**config.mk**
```make
export PLATFORM = sky130hd
export DESIGN_NAME = otterPipeline
export DESIGN_NICKNAME = d
export VERILOG_FILES = /design/src/common/otterPkg.sv /design/src/decode/registerFile.sv /design/src/decode/decodeStage.sv /design/src/execute/executeStage.sv /design/src/hw/fetchStage.sv /design/src/hw/hazardUnit.sv /design/src/hw/memoryWriteback.sv /design/src/hw/otterPipeline.sv
export SDC_FILE = /design/constraint.sdc
export NUM_CORES = 2
export LEC_CHECK = 0
export ABC_AREA = 0
export BUFFER_PORTS_ARGS = -buffer_cell sky130_fd_sc_hd__buf_2
export CORE_MARGIN = 3
export CORE_UTILIZATION = 25
export DETAILED_ROUTE_END_ITERATION = 16
export PLACE_DENSITY = 0.49
export SYNTH_ARGS = -nofsm -noshare
export SYNTH_HDL_FRONTEND = slang
export SYNTH_HIERARCHICAL = 1
export SYNTH_SLANG_ARGS = --single-unit
```
**constraint.sdc**
```tcl
create_clock -name CLOCK -period 6.7 [get_ports CLOCK]
set_clock_uncertainty 0.2 [all_clocks]
set_input_delay 0.67 -clock CLOCK [delete_from_list [all_inputs] [get_ports CLOCK]]
set_output_delay 0.67 -clock CLOCK [all_outputs]
set_load 0.02 [all_outputs]
```
**src/common/otterPkg.sv**
```systemverilog
package otterPkg;

    ////////////////////
    // Widths and constants
    ////////////////////

    localparam int xlen = 32;
    localparam int regAddrWidth = 5;

    // First fetch address after reset
    localparam logic [xlen-1:0] resetPc = '0;

    // addi x0,x0,0 fills IF/ID on a flush
    localparam logic [xlen-1:0] nopInstr = 32'h0000_0013;

    ////////////////////
    // Enumerations
    ////////////////////

    // Major opcodes of the supported subset, RV32I encodings
    typedef enum logic [6:0] {
        opReg    = 7'b0110011,
        opImm    = 7'b0010011,
        opLui    = 7'b0110111,
        opLoad   = 7'b0000011,
        opStore  = 7'b0100011,
        opBranch = 7'b1100011,
        opJal    = 7'b1101111
    } opcodeT;

    // ALU functions coded as {funct7[5], funct3}
    typedef enum logic [3:0] {
        aluAdd  = 4'b0000,
        aluSll  = 4'b0001,
        aluSlt  = 4'b0010,
        aluSltu = 4'b0011,
        aluXor  = 4'b0100,
        aluSrl  = 4'b0101,
        aluOr   = 4'b0110,
        aluAnd  = 4'b0111,
        aluSub  = 4'b1000,
        aluSra  = 4'b1101
    } aluOpT;

    // Register file write-back source
    typedef enum logic [1:0] {wbAlu, wbMem, wbPcPlus4} wbSelT;

    // Execute operand source
    typedef enum logic [1:0] {fwdNone, fwdMem, fwdWb} fwdSelT;

endpackage

```
**src/decode/registerFile.sv**
```systemverilog
module registerFile import otterPkg::*; (
    input  logic                    CLOCK,
    input  logic [regAddrWidth-1:0] rs1Addr,
    input  logic [regAddrWidth-1:0] rs2Addr,
    input  logic [regAddrWidth-1:0] wbRd,
    input  logic                    wbRegWrite,
    input  logic [xlen-1:0]         wbData,
    output logic [xlen-1:0]         rs1Data,
    output logic [xlen-1:0]         rs2Data
);

    // x0 has no storage
    logic [xlen-1:0] regs [1:31];

    always_ff @(posedge CLOCK) begin
        if (wbRegWrite && wbRd != '0) begin
            regs[wbRd] <= wbData;
        end
    end

    // Same-cycle write shows up on the read port
    function automatic logic [xlen-1:0] readPort(input logic [regAddrWidth-1:0] addr);
        if (addr == '0) begin
            return '0;
        end else if (wbRegWrite && wbRd == addr) begin
            return wbData;
        end
        return regs[addr];
    endfunction

    always_comb begin
        rs1Data = readPort(rs1Addr);
        rs2Data = readPort(rs2Addr);
    end

endmodule

```
**src/decode/decodeStage.sv**
```systemverilog
module decodeStage import otterPkg::*; (
    input  logic                    CLOCK,
    input  logic                    RESET,
    input  logic                    stall,
    input  logic                    flush,
    input  logic [xlen-1:0]         ifIdInstr,
    input  logic [xlen-1:0]         ifIdPc,
    input  logic [xlen-1:0]         rs1Data,
    input  logic [xlen-1:0]         rs2Data,
    output logic [regAddrWidth-1:0] rs1Addr,
    output logic [regAddrWidth-1:0] rs2Addr,
    output opcodeT                  idExOp,
    output aluOpT                   idExAluOp,
    output wbSelT                   idExWbSel,
    output logic                    idExAluSrcImm,
    output logic [xlen-1:0]         idExImm,
    output logic [xlen-1:0]         idExRs1Data,
    output logic [xlen-1:0]         idExRs2Data,
    output logic [regAddrWidth-1:0] idExRs1,
    output logic [regAddrWidth-1:0] idExRs2,
    output logic [regAddrWidth-1:0] idExRd,
    output logic                    idExRegWrite,
    output logic                    idExMemWrite,
    output logic                    idExMemRead,
    output logic [xlen-1:0]         idExPc
);

    logic [2:0] funct3;
    logic [regAddrWidth-1:0] rdAddr;

    // Immediate formats
    logic [xlen-1:0] immI;
    logic [xlen-1:0] immS;
    logic [xlen-1:0] immB;
    logic [xlen-1:0] immU;
    logic [xlen-1:0] immJ;

    // Decoded controls ahead of the ID/EX register
    opcodeT decOp;
    aluOpT decAluOp;
    wbSelT decWbSel;
    logic decSrcImm;
    logic [xlen-1:0] decImm;
    logic decRegWrite;
    logic decMemWrite;
    logic decMemRead;

    // Fixed field positions
    assign rs1Addr = ifIdInstr[19:15];
    assign rs2Addr = ifIdInstr[24:20];
    assign rdAddr = ifIdInstr[11:7];
    assign funct3 = ifIdInstr[14:12];

    ////////////////////
    // Immediate generator
    ////////////////////

    assign immI = {{20{ifIdInstr[31]}}, ifIdInstr[31:20]};
    assign immS = {{20{ifIdInstr[31]}}, ifIdInstr[31:25], ifIdInstr[11:7]};
    assign immB = {{19{ifIdInstr[31]}}, ifIdInstr[31], ifIdInstr[7],
                   ifIdInstr[30:25], ifIdInstr[11:8], 1'b0};
    assign immU = {ifIdInstr[31:12], 12'b0};
    assign immJ = {{11{ifIdInstr[31]}}, ifIdInstr[31], ifIdInstr[19:12],
                   ifIdInstr[20], ifIdInstr[30:21], 1'b0};

    ////////////////////
    // Control decoder
    ////////////////////

    always_comb begin
        // Unknown opcodes fall through as a harmless no-op
        decOp = opImm;
        decAluOp = aluAdd;
        decWbSel = wbAlu;
        decSrcImm = 1'b0;
        decImm = '0;
        decRegWrite = 1'b0;
        decMemWrite = 1'b0;
        decMemRead = 1'b0;
        case (opcodeT'(ifIdInstr[6:0]))
            opReg: begin
                decOp = opReg;
                decAluOp = aluOpT'({ifIdInstr[30], funct3});
                decRegWrite = 1'b1;
            end
            opImm: begin
                // Bit 30 only matters for the shift-right pair
                if (funct3 == 3'b101) begin
                    decAluOp = aluOpT'({ifIdInstr[30], funct3});
                end else begin
                    decAluOp = aluOpT'({1'b0, funct3});
                end
                decSrcImm = 1'b1;
                decImm = immI;
                decRegWrite = 1'b1;
            end
            opLui: begin
                // Execute zeroes operand A, so add returns the immediate
                decOp = opLui;
                decSrcImm = 1'b1;
                decImm = immU;
                decRegWrite = 1'b1;
            end
            opLoad: begin
                decOp = opLoad;
                decSrcImm = 1'b1;
                decImm = immI;
                decWbSel = wbMem;
                decRegWrite = 1'b1;
                decMemRead = 1'b1;
            end
            opStore: begin
                decOp = opStore;
                decSrcImm = 1'b1;
                decImm = immS;
                decMemWrite = 1'b1;
            end
            opBranch: begin
                // Condition carried in the ALU op: sub for BEQ, xor for BNE
                decOp = opBranch;
                decAluOp = funct3[0] ? aluXor : aluSub;
                decImm = immB;
            end
            opJal: begin
                decOp = opJal;
                decImm = immJ;
                decWbSel = wbPcPlus4;
                decRegWrite = 1'b1;
            end
            default: begin
            end
        endcase
    end

    ////////////////////
    // ID/EX register
    ////////////////////

    // Control half, bubble on stall or flush
    always_ff @(posedge CLOCK) begin
        if (RESET || stall || flush) begin
            idExOp <= opImm;
            idExAluOp <= aluAdd;
            idExWbSel <= wbAlu;
            idExRd <= '0;
            idExRegWrite <= 1'b0;
            idExMemWrite <= 1'b0;
            idExMemRead <= 1'b0;
        end else begin
            idExOp <= decOp;
            idExAluOp <= decAluOp;
            idExWbSel <= decWbSel;
            idExRd <= rdAddr;
            idExRegWrite <= decRegWrite;
            idExMemWrite <= decMemWrite;
            idExMemRead <= decMemRead;
        end
    end

    // Payload half
    always_ff @(posedge CLOCK) begin
        idExAluSrcImm <= decSrcImm;
        idExImm <= decImm;
        idExRs1Data <= rs1Data;
        idExRs2Data <= rs2Data;
        idExRs1 <= rs1Addr;
        idExRs2 <= rs2Addr;
        idExPc <= ifIdPc;
    end

endmodule

```
**src/execute/executeStage.sv**
```systemverilog
module executeStage import otterPkg::*; (
    input  logic                    CLOCK,
    input  logic                    RESET,
    input  opcodeT                  idExOp,
    input  aluOpT                   idExAluOp,
    input  wbSelT                   idExWbSel,
    input  logic                    idExAluSrcImm,
    input  logic [xlen-1:0]         idExImm,
    input  logic [xlen-1:0]         idExRs1Data,
    input  logic [xlen-1:0]         idExRs2Data,
    input  logic [regAddrWidth-1:0] idExRd,
    input  logic                    idExRegWrite,
    input  logic                    idExMemWrite,
    input  logic                    idExMemRead,
    input  logic [xlen-1:0]         idExPc,
    input  fwdSelT                  fwdA,
    input  fwdSelT                  fwdB,
    input  logic [xlen-1:0]         wbData,
    output logic                    branchTaken,
    output logic [xlen-1:0]         branchTarget,
    output logic [xlen-1:0]         exMemAluResult,
    output logic [xlen-1:0]         exMemStoreData,
    output logic [regAddrWidth-1:0] exMemRd,
    output logic                    exMemRegWrite,
    output logic                    exMemMemWrite,
    output logic                    exMemMemRead,
    output wbSelT                   exMemWbSel,
    output logic [xlen-1:0]         exMemPcPlus4
);

    logic [xlen-1:0] rs1Val;
    logic [xlen-1:0] rs2Val;
    logic [xlen-1:0] aluA;
    logic [xlen-1:0] aluB;
    logic [xlen-1:0] aluOut;
    logic [xlen-1:0] pcPlus4;
    logic opEqual;

    function automatic logic [xlen-1:0] pickOperand(
        input fwdSelT sel,
        input logic [xlen-1:0] regVal,
        input logic [xlen-1:0] memVal,
        input logic [xlen-1:0] wbVal
    );
        case (sel)
            fwdMem: return memVal;
            fwdWb: return wbVal;
            default: return regVal;
        endcase
    endfunction

    ////////////////////
    // Operand forwarding
    ////////////////////

    always_comb begin
        rs1Val = pickOperand(fwdA, idExRs1Data, exMemAluResult, wbData);
        rs2Val = pickOperand(fwdB, idExRs2Data, exMemAluResult, wbData);
    end

    // LUI ignores rs1 so add passes the immediate
    assign aluA = (idExOp == opLui) ? '0 : rs1Val;
    assign aluB = idExAluSrcImm ? idExImm : rs2Val;

    always_comb begin
        case (idExAluOp)
            aluAdd: aluOut = aluA + aluB;
            aluSub: aluOut = aluA - aluB;
            aluAnd: aluOut = aluA & aluB;
            aluOr: aluOut = aluA | aluB;
            aluXor: aluOut = aluA ^ aluB;
            aluSll: aluOut = aluA << aluB[4:0];
            aluSrl: aluOut = aluA >> aluB[4:0];
            aluSra: aluOut = $signed(aluA) >>> aluB[4:0];
            aluSlt: aluOut = {{(xlen-1){1'b0}}, $signed(aluA) < $signed(aluB)};
            aluSltu: aluOut = {{(xlen-1){1'b0}}, aluA < aluB};
            default: aluOut = '0;
        endcase
    end

    ////////////////////
    // Branch resolution
    ////////////////////

    assign opEqual = (rs1Val == rs2Val);
    assign branchTarget = idExPc + idExImm;
    assign pcPlus4 = idExPc + 4;

    // BEQ decodes to aluSub and BNE to aluXor
    always_comb begin
        branchTaken = 1'b0;
        if (idExOp == opJal) begin
            branchTaken = 1'b1;
        end else if (idExOp == opBranch) begin
            branchTaken = (idExAluOp == aluSub) ? opEqual : !opEqual;
        end
    end

    ////////////////////
    // EX/MEM register
    ////////////////////

    always_ff @(posedge CLOCK) begin
        if (RESET) begin
            exMemRd <= '0;
            exMemRegWrite <= 1'b0;
            exMemMemWrite <= 1'b0;
            exMemMemRead <= 1'b0;
            exMemWbSel <= wbAlu;
        end else begin
            exMemRd <= idExRd;
            exMemRegWrite <= idExRegWrite;
            exMemMemWrite <= idExMemWrite;
            exMemMemRead <= idExMemRead;
            exMemWbSel <= idExWbSel;
        end
    end

    always_ff @(posedge CLOCK) begin
        exMemAluResult <= aluOut;
        exMemStoreData <= rs2Val;
        exMemPcPlus4 <= pcPlus4;
    end

endmodule

```
**src/hw/fetchStage.sv**
```systemverilog
module fetchStage import otterPkg::*; (
    input  logic            CLOCK,
    input  logic            RESET,
    input  logic            stall,
    input  logic            flush,
    input  logic            branchTaken,
    input  logic [xlen-1:0] branchTarget,
    input  logic [xlen-1:0] imemData,
    output logic [xlen-1:0] imemAddr,
    output logic [xlen-1:0] ifIdInstr,
    output logic [xlen-1:0] ifIdPc
);

    logic [xlen-1:0] pc;

    // Instruction memory is read combinationally from the current PC
    assign imemAddr = pc;

    // Redirect beats the stall hold
    always_ff @(posedge CLOCK) begin
        if (RESET) begin
            pc <= resetPc;
        end else if (branchTaken) begin
            pc <= branchTarget;
        end else if (!stall) begin
            pc <= pc + 4;
        end
    end

    ////////////////////
    // IF/ID register
    ////////////////////

    always_ff @(posedge CLOCK) begin
        if (RESET || flush) begin
            ifIdInstr <= nopInstr;
        end else if (!stall) begin
            ifIdInstr <= imemData;
        end
    end

    // PC rides along with the fetched word
    always_ff @(posedge CLOCK) begin
        if (!stall) begin
            ifIdPc <= pc;
        end
    end

endmodule

```
**src/hw/hazardUnit.sv**
```systemverilog
module hazardUnit import otterPkg::*; (
    input  logic [regAddrWidth-1:0] rs1Addr,
    input  logic [regAddrWidth-1:0] rs2Addr,
    input  logic [regAddrWidth-1:0] idExRs1,
    input  logic [regAddrWidth-1:0] idExRs2,
    input  logic [regAddrWidth-1:0] idExRd,
    input  logic                    idExMemRead,
    input  logic [regAddrWidth-1:0] exMemRd,
    input  logic                    exMemRegWrite,
    input  logic [regAddrWidth-1:0] wbRd,
    input  logic                    wbRegWrite,
    input  logic                    branchTaken,
    output logic                    stall,
    output logic                    flush,
    output fwdSelT                  fwdA,
    output fwdSelT                  fwdB
);

    // Memory stage is younger, so it is checked first
    function automatic fwdSelT pickSource(input logic [regAddrWidth-1:0] src);
        if (src == '0) begin
            return fwdNone;
        end else if (exMemRegWrite && exMemRd == src) begin
            return fwdMem;
        end else if (wbRegWrite && wbRd == src) begin
            return fwdWb;
        end
        return fwdNone;
    endfunction

    always_comb begin
        fwdA = pickSource(idExRs1);
        fwdB = pickSource(idExRs2);
    end

    // Hold decode one cycle behind a load in execute
    // Both decode source fields compared for every format
    assign stall = idExMemRead && idExRd != '0 && (idExRd == rs1Addr || idExRd == rs2Addr);

    // Taken branch or jump kills the two younger instructions
    assign flush = branchTaken;

endmodule

```
**src/hw/memoryWriteback.sv**
```systemverilog
module memoryWriteback import otterPkg::*; (
    input  logic                    CLOCK,
    input  logic                    RESET,
    input  logic [xlen-1:0]         exMemAluResult,
    input  logic [xlen-1:0]         exMemStoreData,
    input  logic [regAddrWidth-1:0] exMemRd,
    input  logic                    exMemRegWrite,
    input  logic                    exMemMemWrite,
    input  logic                    exMemMemRead,
    input  wbSelT                   exMemWbSel,
    input  logic [xlen-1:0]         exMemPcPlus4,
    input  logic [xlen-1:0]         IOBUS_IN,
    output logic [xlen-1:0]         IOBUS_ADDR,
    output logic [xlen-1:0]         IOBUS_OUT,
    output logic                    IOBUS_WR,
    output logic [regAddrWidth-1:0] wbRd,
    output logic                    wbRegWrite,
    output logic [xlen-1:0]         wbData
);

    wbSelT memWbSel;
    logic [xlen-1:0] memWbAlu;
    logic [xlen-1:0] memWbLoad;
    logic [xlen-1:0] memWbPcPlus4;

    // Every data access goes straight out on the I/O bus
    assign IOBUS_ADDR = exMemAluResult;
    assign IOBUS_OUT = exMemStoreData;
    assign IOBUS_WR = exMemMemWrite;

    ////////////////////
    // MEM/WB register
    ////////////////////

    always_ff @(posedge CLOCK) begin
        if (RESET) begin
            wbRd <= '0;
            wbRegWrite <= 1'b0;
            memWbSel <= wbAlu;
        end else begin
            wbRd <= exMemRd;
            wbRegWrite <= exMemRegWrite;
            memWbSel <= exMemWbSel;
        end
    end

    always_ff @(posedge CLOCK) begin
        memWbAlu <= exMemAluResult;
        memWbPcPlus4 <= exMemPcPlus4;
        // Bus only sampled for loads
        if (exMemMemRead) begin
            memWbLoad <= IOBUS_IN;
        end
    end

    // Write-back source select
    always_comb begin
        case (memWbSel)
            wbMem: wbData = memWbLoad;
            wbPcPlus4: wbData = memWbPcPlus4;
            default: wbData = memWbAlu;
        endcase
    end

endmodule

```
**src/hw/otterPipeline.sv**
```systemverilog
module otterPipeline import otterPkg::*; (
    input  logic            CLOCK,
    input  logic            RESET,
    input  logic [xlen-1:0] imemData,
    input  logic [xlen-1:0] IOBUS_IN,
    output logic [xlen-1:0] imemAddr,
    output logic [xlen-1:0] IOBUS_ADDR,
    output logic [xlen-1:0] IOBUS_OUT,
    output logic            IOBUS_WR
);

    // Hazard strobes
    logic stall;
    logic flush;
    fwdSelT fwdA;
    fwdSelT fwdB;

    // IF/ID
    logic [xlen-1:0] ifIdInstr;
    logic [xlen-1:0] ifIdPc;

    // Register file read side
    logic [regAddrWidth-1:0] rs1Addr;
    logic [regAddrWidth-1:0] rs2Addr;
    logic [xlen-1:0] rs1Data;
    logic [xlen-1:0] rs2Data;

    // ID/EX
    opcodeT idExOp;
    aluOpT idExAluOp;
    wbSelT idExWbSel;
    logic idExAluSrcImm;
    logic [xlen-1:0] idExImm;
    logic [xlen-1:0] idExRs1Data;
    logic [xlen-1:0] idExRs2Data;
    logic [regAddrWidth-1:0] idExRs1;
    logic [regAddrWidth-1:0] idExRs2;
    logic [regAddrWidth-1:0] idExRd;
    logic idExRegWrite;
    logic idExMemWrite;
    logic idExMemRead;
    logic [xlen-1:0] idExPc;

    // Redirect from execute
    logic branchTaken;
    logic [xlen-1:0] branchTarget;

    // EX/MEM
    logic [xlen-1:0] exMemAluResult;
    logic [xlen-1:0] exMemStoreData;
    logic [regAddrWidth-1:0] exMemRd;
    logic exMemRegWrite;
    logic exMemMemWrite;
    logic exMemMemRead;
    wbSelT exMemWbSel;
    logic [xlen-1:0] exMemPcPlus4;

    // Write-back
    logic [regAddrWidth-1:0] wbRd;
    logic wbRegWrite;
    logic [xlen-1:0] wbData;

    ////////////////////
    // Stages
    ////////////////////

    fetchStage fetch_i (
        .CLOCK(CLOCK), .RESET(RESET), .stall(stall), .flush(flush),
        .branchTaken(branchTaken), .branchTarget(branchTarget), .imemData(imemData),
        .imemAddr(imemAddr), .ifIdInstr(ifIdInstr), .ifIdPc(ifIdPc)
    );

    decodeStage decode_i (
        .CLOCK(CLOCK), .RESET(RESET), .stall(stall), .flush(flush),
        .ifIdInstr(ifIdInstr), .ifIdPc(ifIdPc), .rs1Data(rs1Data), .rs2Data(rs2Data),
        .rs1Addr(rs1Addr), .rs2Addr(rs2Addr),
        .idExOp(idExOp), .idExAluOp(idExAluOp), .idExWbSel(idExWbSel),
        .idExAluSrcImm(idExAluSrcImm), .idExImm(idExImm),
        .idExRs1Data(idExRs1Data), .idExRs2Data(idExRs2Data),
        .idExRs1(idExRs1), .idExRs2(idExRs2), .idExRd(idExRd),
        .idExRegWrite(idExRegWrite), .idExMemWrite(idExMemWrite),
        .idExMemRead(idExMemRead), .idExPc(idExPc)
    );

    registerFile regFile_i (
        .CLOCK(CLOCK), .rs1Addr(rs1Addr), .rs2Addr(rs2Addr),
        .wbRd(wbRd), .wbRegWrite(wbRegWrite), .wbData(wbData),
        .rs1Data(rs1Data), .rs2Data(rs2Data)
    );

    hazardUnit hazard_i (
        .rs1Addr(rs1Addr), .rs2Addr(rs2Addr), .idExRs1(idExRs1), .idExRs2(idExRs2),
        .idExRd(idExRd), .idExMemRead(idExMemRead),
        .exMemRd(exMemRd), .exMemRegWrite(exMemRegWrite),
        .wbRd(wbRd), .wbRegWrite(wbRegWrite), .branchTaken(branchTaken),
        .stall(stall), .flush(flush), .fwdA(fwdA), .fwdB(fwdB)
    );

    executeStage execute_i (
        .CLOCK(CLOCK), .RESET(RESET),
        .idExOp(idExOp), .idExAluOp(idExAluOp), .idExWbSel(idExWbSel),
        .idExAluSrcImm(idExAluSrcImm), .idExImm(idExImm),
        .idExRs1Data(idExRs1Data), .idExRs2Data(idExRs2Data), .idExRd(idExRd),
        .idExRegWrite(idExRegWrite), .idExMemWrite(idExMemWrite),
        .idExMemRead(idExMemRead), .idExPc(idExPc),
        .fwdA(fwdA), .fwdB(fwdB), .wbData(wbData),
        .branchTaken(branchTaken), .branchTarget(branchTarget),
        .exMemAluResult(exMemAluResult), .exMemStoreData(exMemStoreData),
        .exMemRd(exMemRd), .exMemRegWrite(exMemRegWrite),
        .exMemMemWrite(exMemMemWrite), .exMemMemRead(exMemMemRead),
        .exMemWbSel(exMemWbSel), .exMemPcPlus4(exMemPcPlus4)
    );

    memoryWriteback memWb_i (
        .CLOCK(CLOCK), .RESET(RESET),
        .exMemAluResult(exMemAluResult), .exMemStoreData(exMemStoreData),
        .exMemRd(exMemRd), .exMemRegWrite(exMemRegWrite),
        .exMemMemWrite(exMemMemWrite), .exMemMemRead(exMemMemRead),
        .exMemWbSel(exMemWbSel), .exMemPcPlus4(exMemPcPlus4), .IOBUS_IN(IOBUS_IN),
        .IOBUS_ADDR(IOBUS_ADDR), .IOBUS_OUT(IOBUS_OUT), .IOBUS_WR(IOBUS_WR),
        .wbRd(wbRd), .wbRegWrite(wbRegWrite), .wbData(wbData)
    );

endmodule

```
* After elaboration in Yosys (flattened, before gate mapping)
Memory sizes are Yosys's and may differ from the RTL's. A register that Yosys moved wholly into a read port is not among the register bits. Index checks and enable logic that the tools add are counted.
Cells by class: shift operators 3, order comparisons 2, reduce and logical (&&, ||, !) cells 24, bitwise gates (word level) 3, muxes and demuxes 51, add/subtract/negate cells 5, equality and inequality tests 36
Operator list (count):
- two-way mux 32 bit | 10
- case mux 32 bit (10 select lines) | 1
- case mux 32 bit (2 select lines) | 3
- case mux 32 bit (5 select lines) | 1
- adder 32 x 3 -> 32 bit (second input constant) | 2
- adder 32 bit | 2
- < comparator 32 bit | 2
- case mux 7 bit (6 select lines) | 1
- == test 5 bit | 8
- bitwise AND 32 bit | 1
- == test 32 bit | 1
- OR 32 bit | 1
- left shift 32 x 5 -> 32 bit | 1
- >> shifter 32 x 5 -> 32 bit | 1
- >>> shifter 32 x 5 -> 32 bit | 1
- subtractor 32 bit | 1
- bitwise XOR 32 bit | 1
- == test 7 x 6 -> 1 bit (second input constant) | 4
- == test 7 bit (second input constant) | 4
- zero test 5 bit | 4
- two-way mux 5 bit | 4
- two-way mux 1 bit | 19
- == test 4 x 3 -> 1 bit (second input constant) | 4
- two-way mux 2 bit | 8
- 20 further kinds | 39
Word-level totals: memory bits (writable) 992, register bits 466, memories kept 1, logic and storage cells 156, bits of input ports 66, output and inout bits 97
Memory list:
- regFile_i.regs | depth 31, bits a word 32, read ports 2, clocked after Yosys merged registers in 2, wr ports 1, RTL line registerFile.sv:13 | logic [xlen-1:0] regs [1:31];

* Depth between registers and ports, before layout
depth after elaboration 15, gate-level depth with buffers 25, depth with buffers taken out 22

* Cells and area by module
The synthesis kept the hierarchy.
Modules (own cells, without submodules):
- registerFile | seq. area each 29788.6 µm², instances 1, cells each 2536, area an instance 46390.7 µm²
- executeStage | seq. area each 2122.0 µm², instances 1, cells each 2236, area an instance 15499.9 µm²
- fetchStage | seq. area each 2242.2 µm², instances 1, cells each 378, area an instance 3996.3 µm²
- decodeStage | seq. area each 3163.0 µm², instances 1, cells each 278, area an instance 3975.1 µm²
- memoryWriteback | seq. area each 2402.3 µm², instances 1, cells each 290, area an instance 3584.7 µm²
- hazardUnit | seq. area each 0.0 µm², instances 1, cells each 54, area an instance 420.4 µm²

* Worst setup path before layout
No wires, ideal clock.
path type flip-flop to flip-flop, from register memWb_i.memWbSel[0], to register execute_i.exMemAluResult[29], library setup time 129 ps, required time 6371 ps, buffers on the path 5, data arrival time 5279 ps, setup slack 1092 ps, cell stages (with the launch flop) 23, cells stage by stage dfxtp_1 > inv_1 > ha_1 > buf_2 > buf_2 > o21ai_1 > a22oi_1 > a221oi_2 > inv_2 > buf_2 > buf_2 > buf_1 > ha_1 > o21bai_1 > a21o_1 > a21oi_1 > or3b_1 > nand4b_1 > and3_1 > o21ai_1 > a221oi_1 > mux2i_1 > nand3_1
Between the ends: longest elaborated chain between the ends 6
Ends and longest elaborated chain:
- from (decl) | RTL line memoryWriteback.sv:21 | wbSelT memWbSel;
- from (signal assigned) | RTL line memoryWriteback.sv:39 | memWbSel <= wbAlu;
- from (signal assigned) | RTL line memoryWriteback.sv:43 | memWbSel <= exMemWbSel;
- == test 2 bit / == test 2 x 1 -> 1 bit (equally long branches) | RTL line memoryWriteback.sv:58 | case (memWbSel)
- case mux 32 bit (2 select lines) * | RTL line memoryWriteback.sv:58
- via wbData[1] | RTL line otterPipeline.sv:61 | logic [xlen-1:0] wbData;
- case mux 32 bit (2 select lines) | RTL line executeStage.sv:45 | case (sel)
- two-way mux 32 bit (on tied branches) | RTL line executeStage.sv:62, executeStage.sv:63
- subtractor 32 bit, or another cell as far along | RTL line executeStage.sv:68 | aluSub: aluOut = aluA - aluB;
- case mux 32 bit (10 select lines) * | RTL line executeStage.sv:66 | case (idExAluOp)
- via execute_i.aluOut[29] | RTL line executeStage.sv:35 | logic [xlen-1:0] aluOut;
- to (signal assigned) | RTL line executeStage.sv:120 | exMemAluResult <= aluOut;
- to (decl) | RTL line executeStage.sv:21 | output logic [xlen-1:0] exMemAluResult,
The timed path passes the listed nets; every way through them passes the cells marked *. A chain may end at the register's enable or synchronous reset.

* Worst setup path in the final report
from register decode_i.idExRs1[2], to register execute_i.exMemAluResult[30]
Between the ends: longest elaborated chain between the ends 11
Ends and longest elaborated chain:
- from (decl) | RTL line decodeStage.sv:19 | output logic [regAddrWidth-1:0] idExRs1,
- from (signal assigned) | RTL line decodeStage.sv:166 | idExRs1 <= rs1Addr;
- == test 5 bit | RTL line hazardUnit.sv:25 | end else if (wbRegWrite && wbRd == src) begin
- logical AND 1 bit | RTL line hazardUnit.sv:25
- two-way mux 1 bit | RTL line hazardUnit.sv:25
- two-way mux 1 bit | RTL line hazardUnit.sv:23 | end else if (exMemRegWrite && exMemRd == src) begin
- two-way mux 1 bit | RTL line hazardUnit.sv:21 | if (src == '0) begin
- two-way mux 2 bit * | RTL line hazardUnit.sv:28 | return fwdNone;
- via fwdA[1] | RTL line otterPipeline.sv:15 | fwdSelT fwdA;
- == test 2 bit / == test 2 x 1 -> 1 bit (equally long branches) | RTL line executeStage.sv:45
- case mux 32 bit (2 select lines) * | RTL line executeStage.sv:45
- two-way mux 32 bit * | RTL line executeStage.sv:62 | assign aluA = (idExOp == opLui) ? '0 : rs1Val;
- subtractor 32 bit, or another cell as far along | RTL line executeStage.sv:68
- case mux 32 bit (10 select lines) * | RTL line executeStage.sv:66
- via execute_i.aluOut[30] | RTL line executeStage.sv:35
Marked as above.

==> flow_summary.json <==
{
  "p_comb_share_pct": 23.0,
  "hp-class": "reg2reg",
  "drc": 0,
  "reg2reg_depth": 23,
  "drive_above_1_share_pct": 20.31,
  "fin_crit_sh_pct": 94.90,
  "grt_max_degree": 100,
  "synth-seq-cells": 1456,
  "io_pins": 163,
  "ant_nets": 0,
  "clk_latency_ns": 0.84,
  "maxSlewViolCount": 0,
  "vias_per_cell": 5.419,
  "synth_top_cell_area_share_pct": 42.93,
  "post-cts-setup-buffers": 0,
  "clock-sinks": 1456,
  "critical_path_class": "reg2reg",
  "worst_r2r_startpoint": "decode_i/idExRs1[2]",
  "die_h_um": 549.6,
  "finalHoldViolCount": 0,
  "syn_inst": 5772,
  "status": "complete, no violations",
  "drt-wirelength-per-cell_um": 30.30,
  "critPathLaunchType": "flop",
  "grt_util_all_layers_pct": 19.32,
  "ys_types": 113,
  "cts_max_level": 4,
  "nets": 6099,
  "timing.rr.end": "execute_i/exMemAluResult[30]",
  "num_rows": 198,
  "power_density_nw_per_um2": 309.4,
  "dp_hpwl_mm": 201.9,
  "drtIter0Drc": 5718,
  "p_leak_nw": 28.61,
  "yosys-top-cells-area": "edfxtp_1 43%, mux4_2 12%, dfxtp_1 11%",
  "swShare_pct": 33.26,
  "routabilityCongestion": 0.9544,
  "wl_mm": 301.2,
  "synthesis.area_sq_um": 73870,
  "cts.clk_slew.worst_paths_ns": 0.07,
  "critPathMaxFanout": 13,
  "yosys.area.top_type": "edfxtp_1",
  "first_pass_iters": 6,
  "syn_area_per_cell_sq_um": 12.80,
  "core_area_sq_um": 292600,
  "regArea_sq_um": 39750,
  "synth-edff-count": 1056,
  "cts_made_buffers": 158,
  "final-setup-viol-count": 0,
  "p_int_w": 0.01762,
  "cts_tree": "done",
  "r2r_slack_ns": 0.34,
  "pwr-share-clk_pct": 33.5,
  "seqPwrFrac_pct": 43.5,
  "overflow": 0,
  "worstPathArrival_ns": 6.89,
  "hold_depth": 0,
  "synth_top_cells_by_count": "1056 x edfxtp_1, 422 x nor2_1, 400 x dfxtp_1",
  "async_flop_share_pct": 0,
  "cts_root_buffer": "clkbuf_16",
  "grt_pass1_vias": 52680,
  "drv_cap": 0,
  "clock.fmax_mhz": 157.3,
  "crit_required_ns": 7.23,
  "synth_ff_type": "edfxtp_1",
  "grt_pass1_wl_mm": 417.3,
  "vdd_drop_max_uv": 217.9,
  "fin_ws_ns": 0.3418,
  "rsz0062_at_grt": "no",
  "relSlewSlack_pct": 7.571,
  "crit_path_end_kind": "flop",
  "cts_buffer_depth": 3,
  "syn_to_final_growth_pct": 15.50,
  "ys_warn_count": 6,
  "num_vias": 53860,
  "synth.most_common_cell": "edfxtp_1",
  "tns_ns": 0,
  "nFillCells": 29520,
  "p_switching_w": 0.008778,
  "portBuffers": 162,
  "layout_min_cycle_time_ns": 6.358,
  "die_area_sq_um": 302000,
  "multiInputGateArea_sq_um": 31450,
  "start_util_pct": 25.25,
  "max_slew.worst_pin.slew_ns": 1.383,
  "antenna_found_initial": 19,
  "place_ws_ns": 0.2624,
  "min_to": "memWb_i/memWbPcPlus4[22]",
  "die-width_um": 549.6,
  "synth_seq_area_share_pct": 53.77,
  "hold_start": "execute_i/exMemPcPlus4[22]"
}
## sequential cells by signal (all words and copies together), names as in the netlist, 4 cells and up
register and cells:
memWb_i/wbRd 5, fetch_i/ifIdPc 32, decode_i/idExOp 5, execute_i/exMemRd 5, decode_i/idExRd 5, memWb_i/memWbAlu 32
execute_i/exMemAluResult 32, decode_i/idExAluOp 4, fetch_i/imemAddr 32, regFile_i/regs 992, memWb_i/memWbLoad 32, decode_i/idExPc 32
execute_i/exMemStoreData 32, execute_i/exMemPcPlus4 32, decode_i/idExRs2 5, decode_i/idExImm 32, fetch_i/ifIdInstr 32, memWb_i/memWbPcPlus4 32
decode_i/idExRs1 5, decode_i/idExRs1Data 32, decode_i/idExRs2Data 32
## final cells by class
type / count / area share [%]
Antenna cell: 13 / 0.03813
Sequential cell: 1456 / 46.59
Tap cell: 3900 / 5.719
Clock inverter: 90 / 1.054
Multi-Input combinational cell: 3658 / 36.86
Inverter: 167 / 0.7362
Timing Repair Buffer: 452 / 3.910
Clock buffer: 204 / 5.089
## logic make-up after synthesis
family | share of synthesized area, %
AOI/OAI and AO/OA | 13.48
xor gates and xnor gates | 1.850
adders and majority gates | 2.402
buffers and inverters | 4.409
DFF | 53.77
muxes | 16.28
other | 0.005077
and+or+nand+nor | 7.804
## per-layer routing
metal | up-vias | part of all wire, % | track usage, %
met1 | 27790 | 41 | 25.08
li1 | 22840 | - | -
met4 | 10 | 5.6 | 9.763
met2 | 2618 | 46 | 30.81
met3 | 609 | 7.6 | 3.536
met5 | - | 0.022 | 0
## power groups by stage
stage / Sequential [W] / Clock (W) / Combinational, W
final: 0.0115 / 0.00885 / 0.00607
after global routing: 0.0115 / 0.00940 / 0.00639
after CTS: 0.0115 / 0.00903 / 0.00598
after detailed placement: 0.0116 / 0 / 0.00593
after global placement: 0.0116 / 0 / 0.00591
after floorplan: 0.0113 / 0 / 0.00357
## repair_timing
item / 4_1_cts / 5_1_grt
endpoints found under the setup margin: 0 / 14
hold buffers: 64 / 0
hold endpoints to repair: 64 / 0
resized for setup: 0 / 3
## worst max-delay path by stage
stage                    startpoint                            to  slack [ns]
6_report        decode_i/idExRs1[2]  execute_i/exMemAluResult[30]        0.34
5_1_grt        execute_i/exMemRd[1]          fetch_i/imemAddr[20]        0.05
4_1_cts         decode_i/idExRs2[1]          fetch_i/imemAddr[17]        0.22
3_3_place_gp    decode_i/idExRs1[2]  execute_i/exMemAluResult[10]        0.12
2_1_floorplan   memWb_i/memWbSel[0]  execute_i/exMemAluResult[29]        1.09
3_5_place_dp    decode_i/idExRs2[1]          fetch_i/imemAddr[17]        0.26
## layout by cell type, fill, tap and decap left out, drive strengths merged, types with 26 or more instances in the layout
master,count
o21a,29
ha,137
o221ai,26
dlygate4sd3,64
dfxtp,400
a22oi,136
clkinv,70
a211oi,124
nor2,426
buf,388
nand2,263
nand3,103
nor4,41
mux4,383
o211ai,39
and3,31
and2,31
inv,172
nand2b,30
mux2,35
edfxtp,1056
a32o,31
nand4,33
xor2,68
a211o,31
nor3,83
a21oi,300
clkbuf,204
a21o,58
a221oi,95
a221o,41
o21ai,289
a31oi,26
xnor2,88
o22ai,56
mux2i,300
a22o,49
nor2b,53
## critical path, stage by stage, from the launching register on
cell and delay (ns):
dfxtp_1 0.35, or4_4 0.56, nor2_4 0.10, nor2_1 0.05
and4_1 0.25, inv_1 0.08, ha_1 0.48, a22oi_1 0.13
o21ai_0 0.41, buf_4 0.23, and2_1 0.23, ha_1 0.24
inv_1 0.07, fa_1 0.48, nor3_1 0.23, o211ai_1 0.17
o21ai_0 0.31, o2111ai_1 0.32, a21oi_1 0.41, nor3_1 0.13
or2_1 0.30, o21ai_1 0.15, a31oi_1 0.09, o32ai_1 0.31
## per-stage QoR
step | hold WS [ns] | utilization [%] | instance area, sq um | power (W) | std cells
after global routing | 0.1237 | 29.15 | 85300 | 0.02725 | 9932
after CTS | 0.1223 | 29.15 | 85280 | 0.02646 | 9927
after floorplan | 0.1096 | - | 73870 | 0.01482 | 5773
final | 0.1193 | 29.16 | 85320 | 0.02639 | 9940
after global placement | 0.1125 | 27.14 | 79400 | 0.01756 | 9569
after detailed placement | 0.1121 | 27.14 | 79400 | 0.01756 | 9569
Power figures use the tool's default switching activity.
